**src/include/leaf_macros.svh**
```systemverilog
`ifndef LEAF_MACROS_SVH
`define LEAF_MACROS_SVH

// network word fields, msb first: vld, dst_leaf, dst_port, body
`define LEAF_PACKET_BITS 49
`define LEAF_ID_BITS 5
`define LEAF_PORT_BITS 4
// body of a data packet
`define LEAF_ADDR_BITS 7
`define LEAF_PAYLOAD_BITS 32
// whatever is left after the header fields
`define LEAF_BODY_BITS (`LEAF_PACKET_BITS - 1 - `LEAF_ID_BITS - `LEAF_PORT_BITS)

// receive FIFO entries, power of two
`define LEAF_RX_DEPTH 4

// dst_port meaning on a leaf
`define LEAF_CFG_PORT 0
`define LEAF_DATA_PORT 1

// leaf numbers of the two pages
`define PAGE0_LEAF 2
`define PAGE1_LEAF 3

`endif

```
**src/hdl/leaf_pkg.sv**
```systemverilog
`default_nettype none

package leaf_pkg;

  `include "leaf_macros.svh"

  // data view of the body
  typedef struct packed {
    logic [`LEAF_ADDR_BITS-1:0]    addr;
    logic [`LEAF_PAYLOAD_BITS-1:0] payload;
  } body_data_t;

  // config view, sets the return route of the page
  typedef struct packed {
    logic [`LEAF_ID_BITS-1:0]   ret_leaf;
    logic [`LEAF_PORT_BITS-1:0] ret_port;
    // clears the kernel state
    logic                       clear;
    logic [`LEAF_BODY_BITS-`LEAF_ID_BITS-`LEAF_PORT_BITS-2:0] rsvd;
  } body_cfg_t;

  // dst_port picks which view applies
  typedef union packed {
    body_data_t data;
    body_cfg_t  cfg;
  } packet_body_u;

  // network word, same format both directions
  typedef struct packed {
    logic                       vld;
    logic [`LEAF_ID_BITS-1:0]   dst_leaf;
    logic [`LEAF_PORT_BITS-1:0] dst_port;
    packet_body_u               body;
  } leaf_packet_t;

  // beat on the kernel streams
  typedef struct packed {
    logic [`LEAF_ADDR_BITS-1:0]    addr;
    logic [`LEAF_PAYLOAD_BITS-1:0] data;
  } stream_beat_t;

  typedef struct packed {
    logic [`LEAF_ID_BITS-1:0]   leaf;
    logic [`LEAF_PORT_BITS-1:0] port;
  } route_t;

endpackage

`default_nettype wire

```
**src/hdl/leaf_rx.sv**
```systemverilog
`timescale 1ns/1ps
`default_nettype none

`include "leaf_macros.svh"

module leaf_rx
  import leaf_pkg::*;
#(
  parameter int LEAF_ID = 0
) (
  input  logic         clk_400_0,
  input  logic         reset_400_0,
  input  leaf_packet_t pkt,
  output stream_beat_t beat,
  output logic         beat_vld,
  input  logic         beat_ack,
  output route_t       route,
  output logic         clear
);

  localparam int PTR_BITS = $clog2(`LEAF_RX_DEPTH);
  localparam logic [`LEAF_PORT_BITS-1:0] CFG_PORT = `LEAF_CFG_PORT;
  localparam logic [`LEAF_PORT_BITS-1:0] DATA_PORT = `LEAF_DATA_PORT;

  stream_beat_t        mem [`LEAF_RX_DEPTH];
  logic [PTR_BITS-1:0] wr_ptr;
  logic [PTR_BITS-1:0] rd_ptr;
  logic [PTR_BITS:0]   count;
  logic                hit;
  logic                cfg_hit;
  logic                data_hit;
  logic                full;
  logic                wr_en;
  logic                rd_en;

  // only valid words for this leaf
  assign hit = pkt.vld && (pkt.dst_leaf == LEAF_ID[`LEAF_ID_BITS-1:0]);
  assign cfg_hit = hit && (pkt.dst_port == CFG_PORT);
  assign data_hit = hit && (pkt.dst_port == DATA_PORT);

  assign full = (count == `LEAF_RX_DEPTH);
  // full FIFO drops the packet
  assign wr_en = data_hit && !full;
  assign rd_en = beat_vld && beat_ack;

  // head of FIFO
  assign beat = mem[rd_ptr];
  assign beat_vld = (count != '0);

  always_ff @(posedge clk_400_0) begin
    if (reset_400_0) begin
      wr_ptr <= '0;
      rd_ptr <= '0;
      count <= '0;
      route <= '0;
      clear <= 1'b0;
    end else begin
      // pointers wrap on their own
      if (wr_en) wr_ptr <= wr_ptr + 1'b1;
      if (rd_en) rd_ptr <= rd_ptr + 1'b1;
      if (wr_en && !rd_en) count <= count + 1'b1;
      else if (rd_en && !wr_en) count <= count - 1'b1;
      // config word sets return route
      if (cfg_hit) begin
        route.leaf <= pkt.body.cfg.ret_leaf;
        route.port <= pkt.body.cfg.ret_port;
      end
      // one cycle pulse
      clear <= cfg_hit && pkt.body.cfg.clear;
    end
  end

  // body of a data word becomes the beat
  always_ff @(posedge clk_400_0) begin
    if (wr_en) begin
      mem[wr_ptr].addr <= pkt.body.data.addr;
      mem[wr_ptr].data <= pkt.body.data.payload;
    end
  end

  a_no_drop: assert property (@(posedge clk_400_0) disable iff (reset_400_0)
    data_hit |-> !full)
    else $error("leaf_rx %0d: data packet dropped, FIFO full", LEAF_ID);

  a_beat_stable: assert property (@(posedge clk_400_0) disable iff (reset_400_0)
    beat_vld && !beat_ack |=> beat_vld && $stable(beat));

endmodule

`default_nettype wire

```
**src/hdl/leaf_tx.sv**
```systemverilog
`timescale 1ns/1ps
`default_nettype none

module leaf_tx
  import leaf_pkg::*;
(
  input  logic         clk_400_0,
  input  logic         reset_400_0,
  input  stream_beat_t beat,
  input  logic         beat_vld,
  output logic         beat_ack,
  input  logic         hold,
  input  route_t       route,
  output leaf_packet_t pkt
);

  // no network back-pressure, only hold stalls us
  assign beat_ack = !hold;

  always_ff @(posedge clk_400_0) begin
    if (reset_400_0) begin
      pkt.vld <= 1'b0;
    end else begin
      // idle cycles send vld 0
      pkt.vld <= beat_vld && !hold;
    end
    // header follows the current return route
    pkt.dst_leaf <= route.leaf;
    pkt.dst_port <= route.port;
    // result rides in the data view
    pkt.body.data.addr <= beat.addr;
    pkt.body.data.payload <= beat.data;
  end

endmodule

`default_nettype wire

```
**src/hdl/leaf_interface.sv**
```systemverilog
`timescale 1ns/1ps
`default_nettype none

module leaf_interface
  import leaf_pkg::*;
#(
  parameter int LEAF_ID = 0
) (
  input  logic         clk_400_0,
  input  logic         reset_400_0,
  input  leaf_packet_t din,
  output leaf_packet_t dout,
  input  logic         resend,
  output stream_beat_t to_user,
  output logic         to_user_vld,
  input  logic         to_user_ack,
  input  stream_beat_t from_user,
  input  logic         from_user_vld,
  output logic         from_user_ack,
  output logic         clear
);

  leaf_packet_t rx_pkt;
  leaf_packet_t tx_pkt;
  leaf_packet_t echo;
  logic         resend_q;
  route_t       route;

  // nothing enters from the network during resend
  always_comb begin
    rx_pkt = din;
    rx_pkt.vld = din.vld && !resend;
  end

  // echo path, din one cycle late
  always_ff @(posedge clk_400_0) begin
    if (resend) echo <= din;
  end

  always_ff @(posedge clk_400_0) begin
    if (reset_400_0) resend_q <= 1'b0;
    else resend_q <= resend;
  end

  // echo owns dout while the registered resend is up
  assign dout = resend_q ? echo : tx_pkt;

  leaf_rx #(
    .LEAF_ID (LEAF_ID)
  ) u_rx (
    .clk_400_0   (clk_400_0),
    .reset_400_0 (reset_400_0),
    .pkt         (rx_pkt),
    .beat        (to_user),
    .beat_vld    (to_user_vld),
    .beat_ack    (to_user_ack),
    .route       (route),
    .clear       (clear)
  );

  // tx stalls during resend, results wait in the kernel
  leaf_tx u_tx (
    .clk_400_0   (clk_400_0),
    .reset_400_0 (reset_400_0),
    .beat        (from_user),
    .beat_vld    (from_user_vld),
    .beat_ack    (from_user_ack),
    .hold        (resend),
    .route       (route),
    .pkt         (tx_pkt)
  );

endmodule

`default_nettype wire

```
**src/hdl/sum_kernel.sv**
```systemverilog
`timescale 1ns/1ps
`default_nettype none

`include "leaf_macros.svh"

module sum_kernel
  import leaf_pkg::*;
(
  input  logic         clk_400_0,
  input  logic         reset_400_0,
  input  logic         clear,
  input  stream_beat_t in_beat,
  input  logic         in_vld,
  output logic         in_ack,
  output stream_beat_t out_beat,
  output logic         out_vld,
  input  logic         out_ack
);

  logic [`LEAF_PAYLOAD_BITS-1:0] sum;
  logic [`LEAF_PAYLOAD_BITS-1:0] sum_next;
  logic                          accept;

  // room when output slot is empty or draining
  assign in_ack = !out_vld || out_ack;
  assign accept = in_vld && in_ack;
  // wraps at 32 bits
  assign sum_next = sum + in_beat.data;

  always_ff @(posedge clk_400_0) begin
    if (reset_400_0) begin
      sum <= '0;
      out_vld <= 1'b0;
    end else begin
      if (clear) sum <= '0;
      else if (accept) sum <= sum_next;
      if (accept) out_vld <= 1'b1;
      else if (out_ack) out_vld <= 1'b0;
    end
  end

  // result keeps the addr of its input
  always_ff @(posedge clk_400_0) begin
    if (accept) begin
      out_beat.addr <= in_beat.addr;
      out_beat.data <= sum_next;
    end
  end

  a_clear_no_beat: assert property (@(posedge clk_400_0) disable iff (reset_400_0)
    clear |-> !accept);

endmodule

`default_nettype wire

```
**src/hdl/page_double.sv**
```systemverilog
`timescale 1ns/1ps
`default_nettype none

`include "leaf_macros.svh"

module page_double
  import leaf_pkg::*;
(
  input  logic         clk_400_0,
  input  logic         reset_400_0,
  input  leaf_packet_t din_0,
  input  leaf_packet_t din_1,
  output leaf_packet_t dout_0,
  output leaf_packet_t dout_1,
  input  logic         resend_0,
  input  logic         resend_1
);

  // page 0 streams
  stream_beat_t to_user_0;
  logic         to_user_vld_0;
  logic         to_user_ack_0;
  stream_beat_t from_user_0;
  logic         from_user_vld_0;
  logic         from_user_ack_0;
  logic         clear_0;
  // page 1 streams
  stream_beat_t to_user_1;
  logic         to_user_vld_1;
  logic         to_user_ack_1;
  stream_beat_t from_user_1;
  logic         from_user_vld_1;
  logic         from_user_ack_1;
  logic         clear_1;

  leaf_interface #(
    .LEAF_ID (`PAGE0_LEAF)
  ) u_if_0 (
    .clk_400_0     (clk_400_0),
    .reset_400_0   (reset_400_0),
    .din           (din_0),
    .dout          (dout_0),
    .resend        (resend_0),
    .to_user       (to_user_0),
    .to_user_vld   (to_user_vld_0),
    .to_user_ack   (to_user_ack_0),
    .from_user     (from_user_0),
    .from_user_vld (from_user_vld_0),
    .from_user_ack (from_user_ack_0),
    .clear         (clear_0)
  );

  sum_kernel u_kernel_0 (
    .clk_400_0   (clk_400_0),
    .reset_400_0 (reset_400_0),
    .clear       (clear_0),
    .in_beat     (to_user_0),
    .in_vld      (to_user_vld_0),
    .in_ack      (to_user_ack_0),
    .out_beat    (from_user_0),
    .out_vld     (from_user_vld_0),
    .out_ack     (from_user_ack_0)
  );

  leaf_interface #(
    .LEAF_ID (`PAGE1_LEAF)
  ) u_if_1 (
    .clk_400_0     (clk_400_0),
    .reset_400_0   (reset_400_0),
    .din           (din_1),
    .dout          (dout_1),
    .resend        (resend_1),
    .to_user       (to_user_1),
    .to_user_vld   (to_user_vld_1),
    .to_user_ack   (to_user_ack_1),
    .from_user     (from_user_1),
    .from_user_vld (from_user_vld_1),
    .from_user_ack (from_user_ack_1),
    .clear         (clear_1)
  );

  sum_kernel u_kernel_1 (
    .clk_400_0   (clk_400_0),
    .reset_400_0 (reset_400_0),
    .clear       (clear_1),
    .in_beat     (to_user_1),
    .in_vld      (to_user_vld_1),
    .in_ack      (to_user_ack_1),
    .out_beat    (from_user_1),
    .out_vld     (from_user_vld_1),
    .out_ack     (from_user_ack_1)
  );

endmodule

`default_nettype wire

```
**config.mk**
```make
export PLATFORM = sky130hd
export DESIGN_NAME = page_double
export DESIGN_NICKNAME = d
export VERILOG_FILES = /design/src/hdl/leaf_pkg.sv /design/src/hdl/leaf_rx.sv /design/src/hdl/leaf_tx.sv /design/src/hdl/leaf_interface.sv /design/src/hdl/sum_kernel.sv /design/src/hdl/page_double.sv
export VERILOG_INCLUDE_DIRS = /design/src /design/src/include
export SDC_FILE = /design/constraint.sdc
export NUM_CORES = 1
export LEC_CHECK = 0
export ABC_AREA = 1
export BUFFER_PORTS_ARGS = -buffer_cell sky130_fd_sc_hd__buf_2
export CAP_MARGIN = 10
export CORE_MARGIN = 1.5
export CORE_UTILIZATION = 35
export CTS_BUF_LIST = sky130_fd_sc_hd__clkbuf_8
export DETAILED_ROUTE_END_ITERATION = 16
export SYNTH_ARGS = -nofsm -noshare
export SYNTH_HDL_FRONTEND = slang
export SYNTH_SLANG_ARGS = --single-unit
```
**constraint.sdc**
```tcl
create_clock -name clk_400_0 -period 5.4 [get_ports clk_400_0]
set_input_delay 0.54 -clock clk_400_0 [delete_from_list [all_inputs] [get_ports clk_400_0]]
set_output_delay 0.54 -clock clk_400_0 [all_outputs]
set_load 0.005 [all_outputs]
```
==> results_dict.tcl, run 1 <==
set metrics [dict create \
    grt_max_degree 92 \
    drt_iter0_markers 1352 \
    finish.utilization 0.415 \
    synth_top_area_share 0.505 \
    final_nets 3217 \
    synth.most_common_cell "nand2_1" \
    dpl.hpwl_um 47800 \
    synthArstFlopShare 0 \
    cts_root_buffer "clkbuf_8" \
    drc 0 \
    cp_cell_sequence "inv_2, buf_4, o21ai_0, o22ai_1, ha_1, nand2_1, inv_1, nand2_1, inv_1, a21oi_1, nand2_2, nand2_1, nand2_1, nand2_1, nand2_1" \
    clk_pin_slew_worst_paths_ps 60 \
    nFillCells 7845 \
    drtAntennaViolNets 0 \
    synth_area_leaders "edfxtp_1, dfxtp_1, nand2_1" \
    grt_overflow 0 \
    r2r.worst_path.cells 15 \
    worstSetupPathType "flop to flop" \
    grt_pass1_vias 19400 \
    fin_cells 4210 \
    max_freq_mhz 298 \
    start_kind "flop" \
    drv_slew 0 \
    final_cell_area_um2 34100 \
    core-area_um2 82100 \
    synthCells 2744 \
    die_w_um 291 \
    hold_depth 1 \
    finalCritPeriodShare 0.621 \
    status "completed" \
    regToRegEndpoint "u_kernel_1.out_beat[23]$_DFFE_PP_" \
    crit_required_ps 5830 \
    clock_sinks 692 \
    grt_usage 0.168 \
    end_kind "flop" \
    vias_per_cell 4.71 \
    die_area_um2 84700 \
    drt_first_pass_iters 5 \
    cts_resized 0 \
    hold-worst-slack_ps 64.0 \
    p_leak_nw 14.5 \
    die_h_um 291 \
    synth_top_cell_by_area "edfxtp_1" \
    setup-tns-final_ps 0 \
    synthFlopType "edfxtp_1" \
    pin_count 200 \
    synth_top_family_by_area "simple AND/OR/NAND/NOR gates" \
    clock_skew_ps 73.0 \
    place.gp.congestion 0.924 \
    initial_core_util 0.354 \
    yosys.area_share.adder 0.0338 \
    avgSynthCellArea_um2 10.6 \
    crit_slowest_cell "inv_2" \
    yosysWarnings 0 \
    synth_cell_types 40 \
    h-tree-depth 3 \
    slowest_delay_ps 560 \
    vias 19800 \
    cts_tree "done" \
    synth_edf_count 488 \
    wirelength_um 71500 \
    ys_ff_latch 692 \
    power_density_nw_per_um2 576 \
    placed_area_um2 31300 \
    area_growth_pct 17.3 \
    drive_gt1_frac 0.176 \
    synthSimpleGateAreaFrac 0.149 \
    worst_ep_arrival_time_ps 3790 \
    seq_area_frac_synth 0.645 \
    clk_latency_ps 750 \
    synth-xor-area-share 0.0101 \
    min_to "u_if_1.u_rx.mem[0][16]$_DFFE_PP_" \
    syn_nets 2922 \
    synth_mux_area_frac 0.0380 \
    synth_compound_area_frac 0.0699 \
    max-clock-path-buffers 3 \
    portBuffers 199 \
    path_max_fanout 43 \
    setup-violations-final 0 \
    grt_pass1_wl_um 111000 \
    numCtsBuffers 113 \
    ir_drop_mv 0.272 \
    yosys-top-cells-count "nand2_1, edfxtp_1, nor2_1" \
    grt_setup_unrepaired "no" \
    fin_crit_ps 3350 \
    synth_area_um2 29000 \
    hold_viol 0 \
    antenna_found_initial 9 \
    cpMostUsedCell "nand2_1" \
    dp.cells 3957 \
    tightest_slew_ps 1180 \
    r2r_slack_ps 2050 \
    rows 105 \
    holdCritStartpoint "din_1[16]" \
    maxSlewHeadroom 0.214 \
    post_drt_wl_per_cell_um 17.0 \
    hp-class "input port to flop" \
    cap_violations 0 \
]
==> final cells by class <==
cell class	instances	area (um2)	share of cell area
timing repair buffer	263	1570	0.0461
multi-input combinational	1641	8790	0.258
antenna	2	5.00	0.000147
inverter	328	1230	0.0362
clock inverter	83	586	0.0172
tap	1070	1340	0.0393
clock buffer	131	1800	0.0529
sequential	692	18700	0.550
==> critical path: cells and delay by family, from the launching register on <==
family                   cells  cell delay (ps)
adder cells (fa/ha/maj)      1              360
AND/OR/NAND/NOR              7              720
buffers and inverters        4             1130
AO/OA/AOI/OAI                3              520
flip-flops                   1              320
==> cells in the final DEF, fill, tap and decap left out, drive strengths merged, types with 4 or more instances in the layout <==
| cell | instances |
|---|---|
| fa | 4 |
| inv | 367 |
| clkbuf | 131 |
| xnor2 | 6 |
| ha | 72 |
| nand4 | 8 |
| edfxtp | 488 |
| nor4 | 5 |
| clkinv | 34 |
| clkinvlp | 5 |
| nand2 | 542 |
| buf | 226 |
| nor3 | 9 |
| a21oi | 68 |
| xor2 | 25 |
| nand3 | 97 |
| bufinv | 5 |
| o21ai | 215 |
| dfxtp | 204 |
| o21bai | 8 |
| mux2 | 98 |
| nor2 | 396 |
| dlygate4sd3 | 37 |
| nand3b | 4 |
| o22ai | 76 |
==> per-layer routing <==
metal | vias to the layer above | GRT usage | part of all wire
li1 | 9814 | - | -
met1 | 9396 | 0.237 | 0.48
met2 | 497 | 0.261 | 0.44
met3 | 110 | 0.0289 | 0.050
met4 | 8 | 0.0532 | 0.023
met5 | - | 0 | 0.00077
==> worst max-delay path by stage <==
stage	cells past startpoint	slack (ps)	endpoint	start
2_1_floorplan	5	2160	u_if_0.u_rx.mem[0][0]$_DFFE_PP_	resend_0
3_3_place_gp	15	2140	u_kernel_1.out_beat[23]$_DFFE_PP_	flop
3_5_place_dp	15	2110	u_kernel_1.out_beat[23]$_DFFE_PP_	flop
4_1_cts	15	2050	u_kernel_1.out_beat[23]$_DFFE_PP_	flop
5_1_grt	15	1730	u_kernel_1.out_beat[23]$_DFFE_PP_	flop
6_report	15	2050	u_kernel_1.out_beat[23]$_DFFE_PP_	flop
==> report_power, final <==
| part | total (mW) | internal [mW] | switching [mW] |
|---|---|---|---|
| combinational | 7.52 | 2.50 | 5.01 |
| clock | 4.70 | 2.50 | 2.20 |
| sequential | 7.40 | 6.99 | 0.408 |
==> through the flow <==
step	power (mW)	worst slack, ps
finish	19.6	2050
global route	21.1	1730
CTS	19.8	2050
detailed placement	15.0	2110
global placement	14.9	2140
floorplan	12.7	2160
==> kinds of logic after synthesis <==
family	after synthesis
AO/OA/AOI/OAI	374
adder cells (fa/ha/maj)	76
AND/OR/NAND/NOR	1062
multiplexers	98
buffers and inverters	411
flip-flops	692
XOR/XNOR	31
==> what timing repair did <==
item,4_1_cts,5_1_grt
buffers inserted,0,0
hold endpoints to repair,137,0
hold buffers,37,0
==> registers in the layout, indices dropped and copies added, names as in the netlist, 2 cells and up, named ones only <==
name and count:
u_if_1.u_tx.pkt 49, u_if_0.u_rx.wr_ptr 2, u_kernel_0.sum 32, u_if_1.u_rx.rd_ptr 2
u_if_0.u_rx.rd_ptr 2, u_kernel_1.sum 32, u_kernel_1.out_beat 39, u_if_1.u_rx.route 9
u_if_1.u_rx.wr_ptr 2, u_if_1.echo 49, u_if_0.u_rx.mem 156, u_kernel_0.out_beat 39
u_if_0.u_rx.count 3, u_if_1.u_rx.mem 156, u_if_0.u_tx.pkt 49, u_if_0.u_rx.route 9
u_if_0.echo 49, u_if_1.u_rx.count 3
No activity file was read; power rests on OpenSTA's default activity.
==> inputs of run 2 (changes only) <==
Clock period 5.4 ns to 3 ns, I/O delays scaled along.
==> run 2 against run 1 <==
Against the previous run: count of clock-buffer cells in the layout rose by 5; worst hold slack improved by 240 ps; sequential share of layout area fell by 1.5 points; worst setup slack worse by 1700 ps; global-route usage rose by 0.11 points; flip-flop and latch count unchanged; clock power is 75% higher; die area stayed put; fmax up 25%; critical path depth fell by 3; critical endpoint is now u_kernel_0.out_beat[26]$_DFFE_PP_; largest cell class unchanged.
==> results_dict.tcl, run 2 (synthesis gave the netlist of run 1 again) <==
set metrics [dict create \
    power_density_nw_per_um2 1010 \
    cts_root_buffer "clkbuf_8" \
    drtAntennaViolNets 0 \
    grt_max_degree 92 \
    drt_first_pass_iters 5 \
    pwr-share-clk 0.232 \
    clk_latency_ps 740 \
    seqPwrFrac 0.374 \
    setup-violations-final 0 \
    swShare 0.388 \
    drv_slew 0 \
    drc 0 \
    finalCritPeriodShare 0.893 \
    regToRegEndpoint "u_kernel_0.out_beat[26]$_DFFE_PP_" \
    crit_end "u_kernel_0.out_beat[26]$_DFFE_PP_" \
    p_leak_nw 15.0 \
    worstSetupPathType "flop to flop" \
    antenna_found_initial 6 \
    place.gp.congestion 0.934 \
    die_w_um 291 \
    post_drt_wl_per_cell_um 16.7 \
    numCtsBuffers 114 \
    final_cell_mix "nand2_1, edfxtp_1, nor2_1, inv_1, o21ai_0" \
    worst_ep_arrival_time_ps 3120 \
    drive_gt1_frac 0.179 \
    status "completed" \
    crit_slowest_cell "dfxtp_2" \
    r2r.worst_path.cells 12 \
    hold_viol 0 \
    cap_violations 0 \
    layout_commonest_cell "nand2_1" \
    path_max_fanout 20 \
    vias_per_cell 4.63 \
    reg_top3 "u_if_0.u_rx.mem (156), u_if_1.u_rx.mem (156)" \
    comb_power_share 0.394 \
    portBuffers 199 \
    ir_drop_mv 0.512 \
    cts_setup_buffers 0 \
    crit_required_ps 3440 \
    grt_pass1_wl_um 112000 \
    rows 105 \
    switchingPower_mw 13.8 \
    cts_tree "done" \
    vias 19900 \
    grt_pass1_vias 19800 \
    grt_overflow 0 \
    pin_count 200 \
    drt_iter0_markers 1316 \
    initial_core_util 0.354 \
    max-clock-path-buffers 3 \
    dpl.hpwl_um 47800 \
    die_h_um 291 \
    end_kind "flop" \
    h-tree-depth 3 \
    max_freq_mhz 373 \
    maxSlewHeadroom 0.238 \
    cpMostUsedCell "nand2_1" \
    hp-class "flop to flop" \
    clk_pin_slew_worst_paths_ps 70 \
    clock_skew_ps 47.8 \
    die_area_um2 84700 \
    grt_usage 0.169 \
    p_int_mw 21.7 \
    r2r_slack_ps 320 \
    fin_crit_ps 2680 \
    tightest_slew_ps 1140 \
    start_kind "flop" \
    final_nets 3307 \
    clock_sinks 692 \
    hold-worst-slack_ps 309 \
    setup-tns-final_ps 0 \
    cp_cell_sequence "inv_2, buf_4, o21ai_0, o22ai_1, ha_1, nand2_1, nor2_1, nand2_1, nor2_1, nand2_1, nand4_1, nand2_1" \
    slowest_delay_ps 430 \
    area_growth_pct 20.6 \
    holdCritStartpoint "u_kernel_1.out_beat[15]$_DFFE_PP_" \
    wirelength_um 71700 \
    grt_setup_unrepaired "no" \
    core-area_um2 82100 \
]
-- run 2: cell count changes in the layout (fill, tap and decap cells not counted), moves of 2 or more --
| cell | before | now |
|---|---|---|
| bufinv_16 | 5 | 2 |
| inv_1 | 354 | 361 |
| inv_6 | 0 | 2 |
| buf_12 | 0 | 14 |
| dlygate4sd3_1 | 37 | 101 |
| inv_16 | 3 | 1 |
| clkbuf_8 | 131 | 136 |
| clkinv_1 | 16 | 12 |
| clkinvlp_4 | 5 | 0 |
| inv_8 | 0 | 2 |
| buf_4 | 27 | 38 |
-- run 2: layout make-up --
| class | count | area [um2] |
|---|---|---|
| Fill cell | 7803 | 47100 |
| Sequential cell | 692 | 18700 |
| Multi-Input combinational cell | 1641 | 8790 |
| Timing Repair Buffer | 352 | 2570 |
| Clock buffer | 136 | 1870 |
| Tap cell | 1070 | 1340 |
| Inverter | 328 | 1230 |
| Clock inverter | 80 | 444 |
| Antenna cell | 2 | 5.00 |
-- run 2: worst min-delay path by stage --
stage,endpoint,slack (ps),cells after the start
after floorplan,u_if_0.u_tx.pkt[0]$_DFF_P_,320,0
after global placement,u_if_0.u_tx.pkt[37]$_DFF_P_,320,0
after detailed placement,u_if_1.u_tx.pkt[34]$_DFF_P_,330,0
after CTS,u_if_1.echo[46]$_DFFE_PP_,240,2
after global routing,u_if_1.echo[46]$_DFFE_PP_,280,2
final,u_if_1.u_tx.pkt[15]$_DFF_P_,310,0
-- run 2: worst max-delay path: cells and delay by family (launching register included) --
| family | cells | cell delay [ps] |
|---|---|---|
| DFF | 1 | 430 |
| buffers and inverters | 2 | 310 |
| AOI/OAI and AO/OA | 2 | 300 |
| adders and majority gates | 1 | 380 |
| and+or+nand+nor | 7 | 980 |
-- run 2: what timing repair did --
action / CTS / global route
endpoints found under the hold margin: 436 / 0
hold buffers: 101 / 0
resized for setup: 0 / 2
setup endpoints to repair: 0 / 3
-- run 2: power by group through the flow --
stage               logic, mW  clock network (mW)  registers [mW]
CTS                      14.0                8.44            13.3
global placement         13.8                   0            13.5
global route             15.9                8.88            13.4
detailed placement       13.8                   0            13.5
floorplan                9.65                   0            13.1
finish                   14.0                8.21            13.3
-- run 2: layer usage --
metal | GRT usage | wire, um | up-vias | share of wire
met2 | 0.265 | 31600 | 495 | 0.44
li1 | - | - | 9990 | -
met1 | 0.239 | 35100 | 9337 | 0.49
met3 | 0.0298 | 3630 | 90 | 0.051
met4 | 0.0464 | 1320 | 8 | 0.018
met5 | 0 | 54 | - | 0.00075
-- run 2: per-stage QoR --
| step | cells | utilization | setup WS [ps] | total power [mW] | instance area, um2 |
|---|---|---|---|---|---|
| finish | 4301 | 0.426 | 320 | 35.5 | 35000 |
| global placement | 3982 | 0.386 | 280 | 27.2 | 31700 |
| floorplan | 2744 | - | -0.828 | 22.8 | 29000 |
| detailed placement | 3982 | 0.386 | 320 | 27.3 | 31700 |
| global route | 4300 | 0.426 | 5.38 | 38.2 | 35000 |
| CTS | 4299 | 0.426 | 259 | 35.8 | 35000 |
==> inputs of run 3 (changes only) <==
--- a/config.mk
+++ b/config.mk
@@ -14,4 +14,5 @@
 export CTS_BUF_LIST = sky130_fd_sc_hd__clkbuf_8
 export DETAILED_ROUTE_END_ITERATION = 16
+export REMOVE_ABC_BUFFERS = 1
 export SYNTH_ARGS = -nofsm -noshare
 export SYNTH_HDL_FRONTEND = slang
==> constraint.sdc (replaced) <==
create_clock -name clk_400_0 -period 3 [get_ports clk_400_0]
set_input_delay 0.3 -clock clk_400_0 [delete_from_list [all_inputs] [get_ports clk_400_0]]
set_output_delay 0.3 -clock clk_400_0 [all_outputs]
set_load 0.05 [all_outputs]
==> run 3 against run 2 <==
Against the previous run: first-iteration DRC count down 6.8%; via count up 0.17%; global-route usage down 0.60 points; critical path type unchanged; clock power down 3.8%; total power up 3.4%; non-clock buffer count down 12; largest power group unchanged; worst hold slack better by 8.0 ps; routed wire length down 2.5%; worst setup slack worse by 19 ps; design area down 0.40%.
==> results_dict.tcl, run 3 (synthesis gave the netlist of run 1 again) <==
set metrics [dict create \
    drv_slew 0 \
    grt_usage 0.163 \
    pin_count 200 \
    worst_ep_arrival_time_ps 3150 \
    clock_skew_ps 66.0 \
    grt_setup_unrepaired "no" \
    portBuffers 199 \
    crit_required_ps 3450 \
    max-clock-path-buffers 3 \
    critical-path-top-delay-family "simple AND/OR/NAND/NOR gates" \
    layout_commonest_cell "nand2_1" \
    clk_pin_slew_worst_paths_ps 70 \
    die_w_um 291 \
    die_h_um 291 \
    crit_slowest_cell "fa_1" \
    ir_drop_mv 0.689 \
    drc 0 \
    area_growth_pct 20.1 \
    slowest_delay_ps 480 \
    drtAntennaViolNets 0 \
    rows 105 \
    wirelength_um 69900 \
    drive_gt1_frac 0.171 \
    numCtsBuffers 110 \
    cap_violations 0 \
    grt_pass1_vias 19300 \
    nFillCells 7820 \
    worstSetupPathType "flop to flop" \
    drt_first_pass_iters 5 \
    max_freq_mhz 371 \
    final_cell_mix "nand2_1, edfxtp_1, nor2_1, inv_1, o21ai_0" \
    clock_sinks 692 \
    post_drt_wl_per_cell_um 16.3 \
    vias_per_cell 4.66 \
    p_leak_nw 14.9 \
    cts_resized 0 \
    hold_viol 0 \
    setup-tns-final_ps 0 \
    grt_overflow 0 \
    finalCritPeriodShare 0.900 \
    power_density_nw_per_um2 1050 \
    fin_crit_ps 2700 \
    path_max_fanout 35 \
    h-tree-depth 3 \
    die_area_um2 84700 \
    r2r_slack_ps 300 \
    finish.utilization 0.425 \
    start_kind "flop" \
    cp_cell_sequence "inv_2, buf_12, nor2_1, o22ai_1, ha_1, fa_1, nand3_1, nand3_1, nand3_1, nand3_1, nand2_1, nand2_1, nand2_1, nand2_1" \
    crit_buf_inv 2 \
    initial_core_util 0.354 \
    hp-class "input port to flop" \
    clk_latency_ps 750 \
    antenna_found_initial 6 \
    cts-hold-fix-buffers 102 \
    grt_max_degree 92 \
    maxSlewHeadroom 0.322 \
    grt_pass1_wl_um 108000 \
    status "completed" \
    vias 20000 \
    setup-violations-final 0 \
    power_mw 36.7 \
    cts_root_buffer "clkbuf_8" \
    place.gp.congestion 0.887 \
    drt_iter0_markers 1227 \
    core-area_um2 82100 \
    tightest_slew_ps 1020 \
    cts_tree "done" \
    reg_top3 "u_if_0.u_rx.mem (156), u_if_1.u_rx.mem (156)" \
    cts_setup_buffers 0 \
    final_nets 3291 \
    holdCritStartpoint "din_1[10]" \
    end_kind "flop" \
    dpl.hpwl_um 46300 \
]
run 3: cell type report:
| class | count | area [um2] | share of cell area |
|---|---|---|---|
| timing repair buffer | 340 | 2530 | 0.0727 |
| inverter | 328 | 1230 | 0.0354 |
| antenna | 1 | 2.50 | 0.0000718 |
| clock inverter | 85 | 528 | 0.0151 |
| clock buffer | 123 | 1690 | 0.0486 |
| multi-input combinational | 1641 | 8790 | 0.252 |
| tap | 1070 | 1340 | 0.0384 |
| sequential | 692 | 18700 | 0.538 |
run 3: path summary, 6_finish.rpt:
kind	endpoint	depth (start not counted)
worst min-delay path	u_if_1.u_rx.mem[1][10]$_DFFE_PP_	2
worst min register to register	u_if_1.u_tx.pkt[29]$_DFF_P_	0
worst max-delay path	u_kernel_1.out_beat[28]$_DFFE_PP_	14
worst max register to register	u_kernel_1.out_beat[28]$_DFFE_PP_	14
run 3: power breakdown:
part           total [mW]  internal [mW]  switching, mW
Sequential           13.3           12.6          0.678
Clock                7.90           4.08           3.82
Combinational        15.5           4.80           10.7
Total                36.7           21.5           15.2
run 3: routing by layer:
layer  GRT usage  up-vias  share of wire
met5           0        -        0.00069
met4      0.0487        8          0.018
met3      0.0274      104          0.050
met2       0.263      479           0.46
met1       0.223     9410           0.47
li1            -     9952              -
run 3: through the flow:
stage          cell area, um2  cells  worst slack (ps)  hold slack [ps]
2_1_floorplan           28700   2661             -1550              323
3_3_place_gp            31600   3969               393              325
3_5_place_dp            31600   3969               319              327
4_1_cts                 34900   4279               258              234
5_1_grt                 34900   4280              44.3              288
6_report                34900   4280               301              317
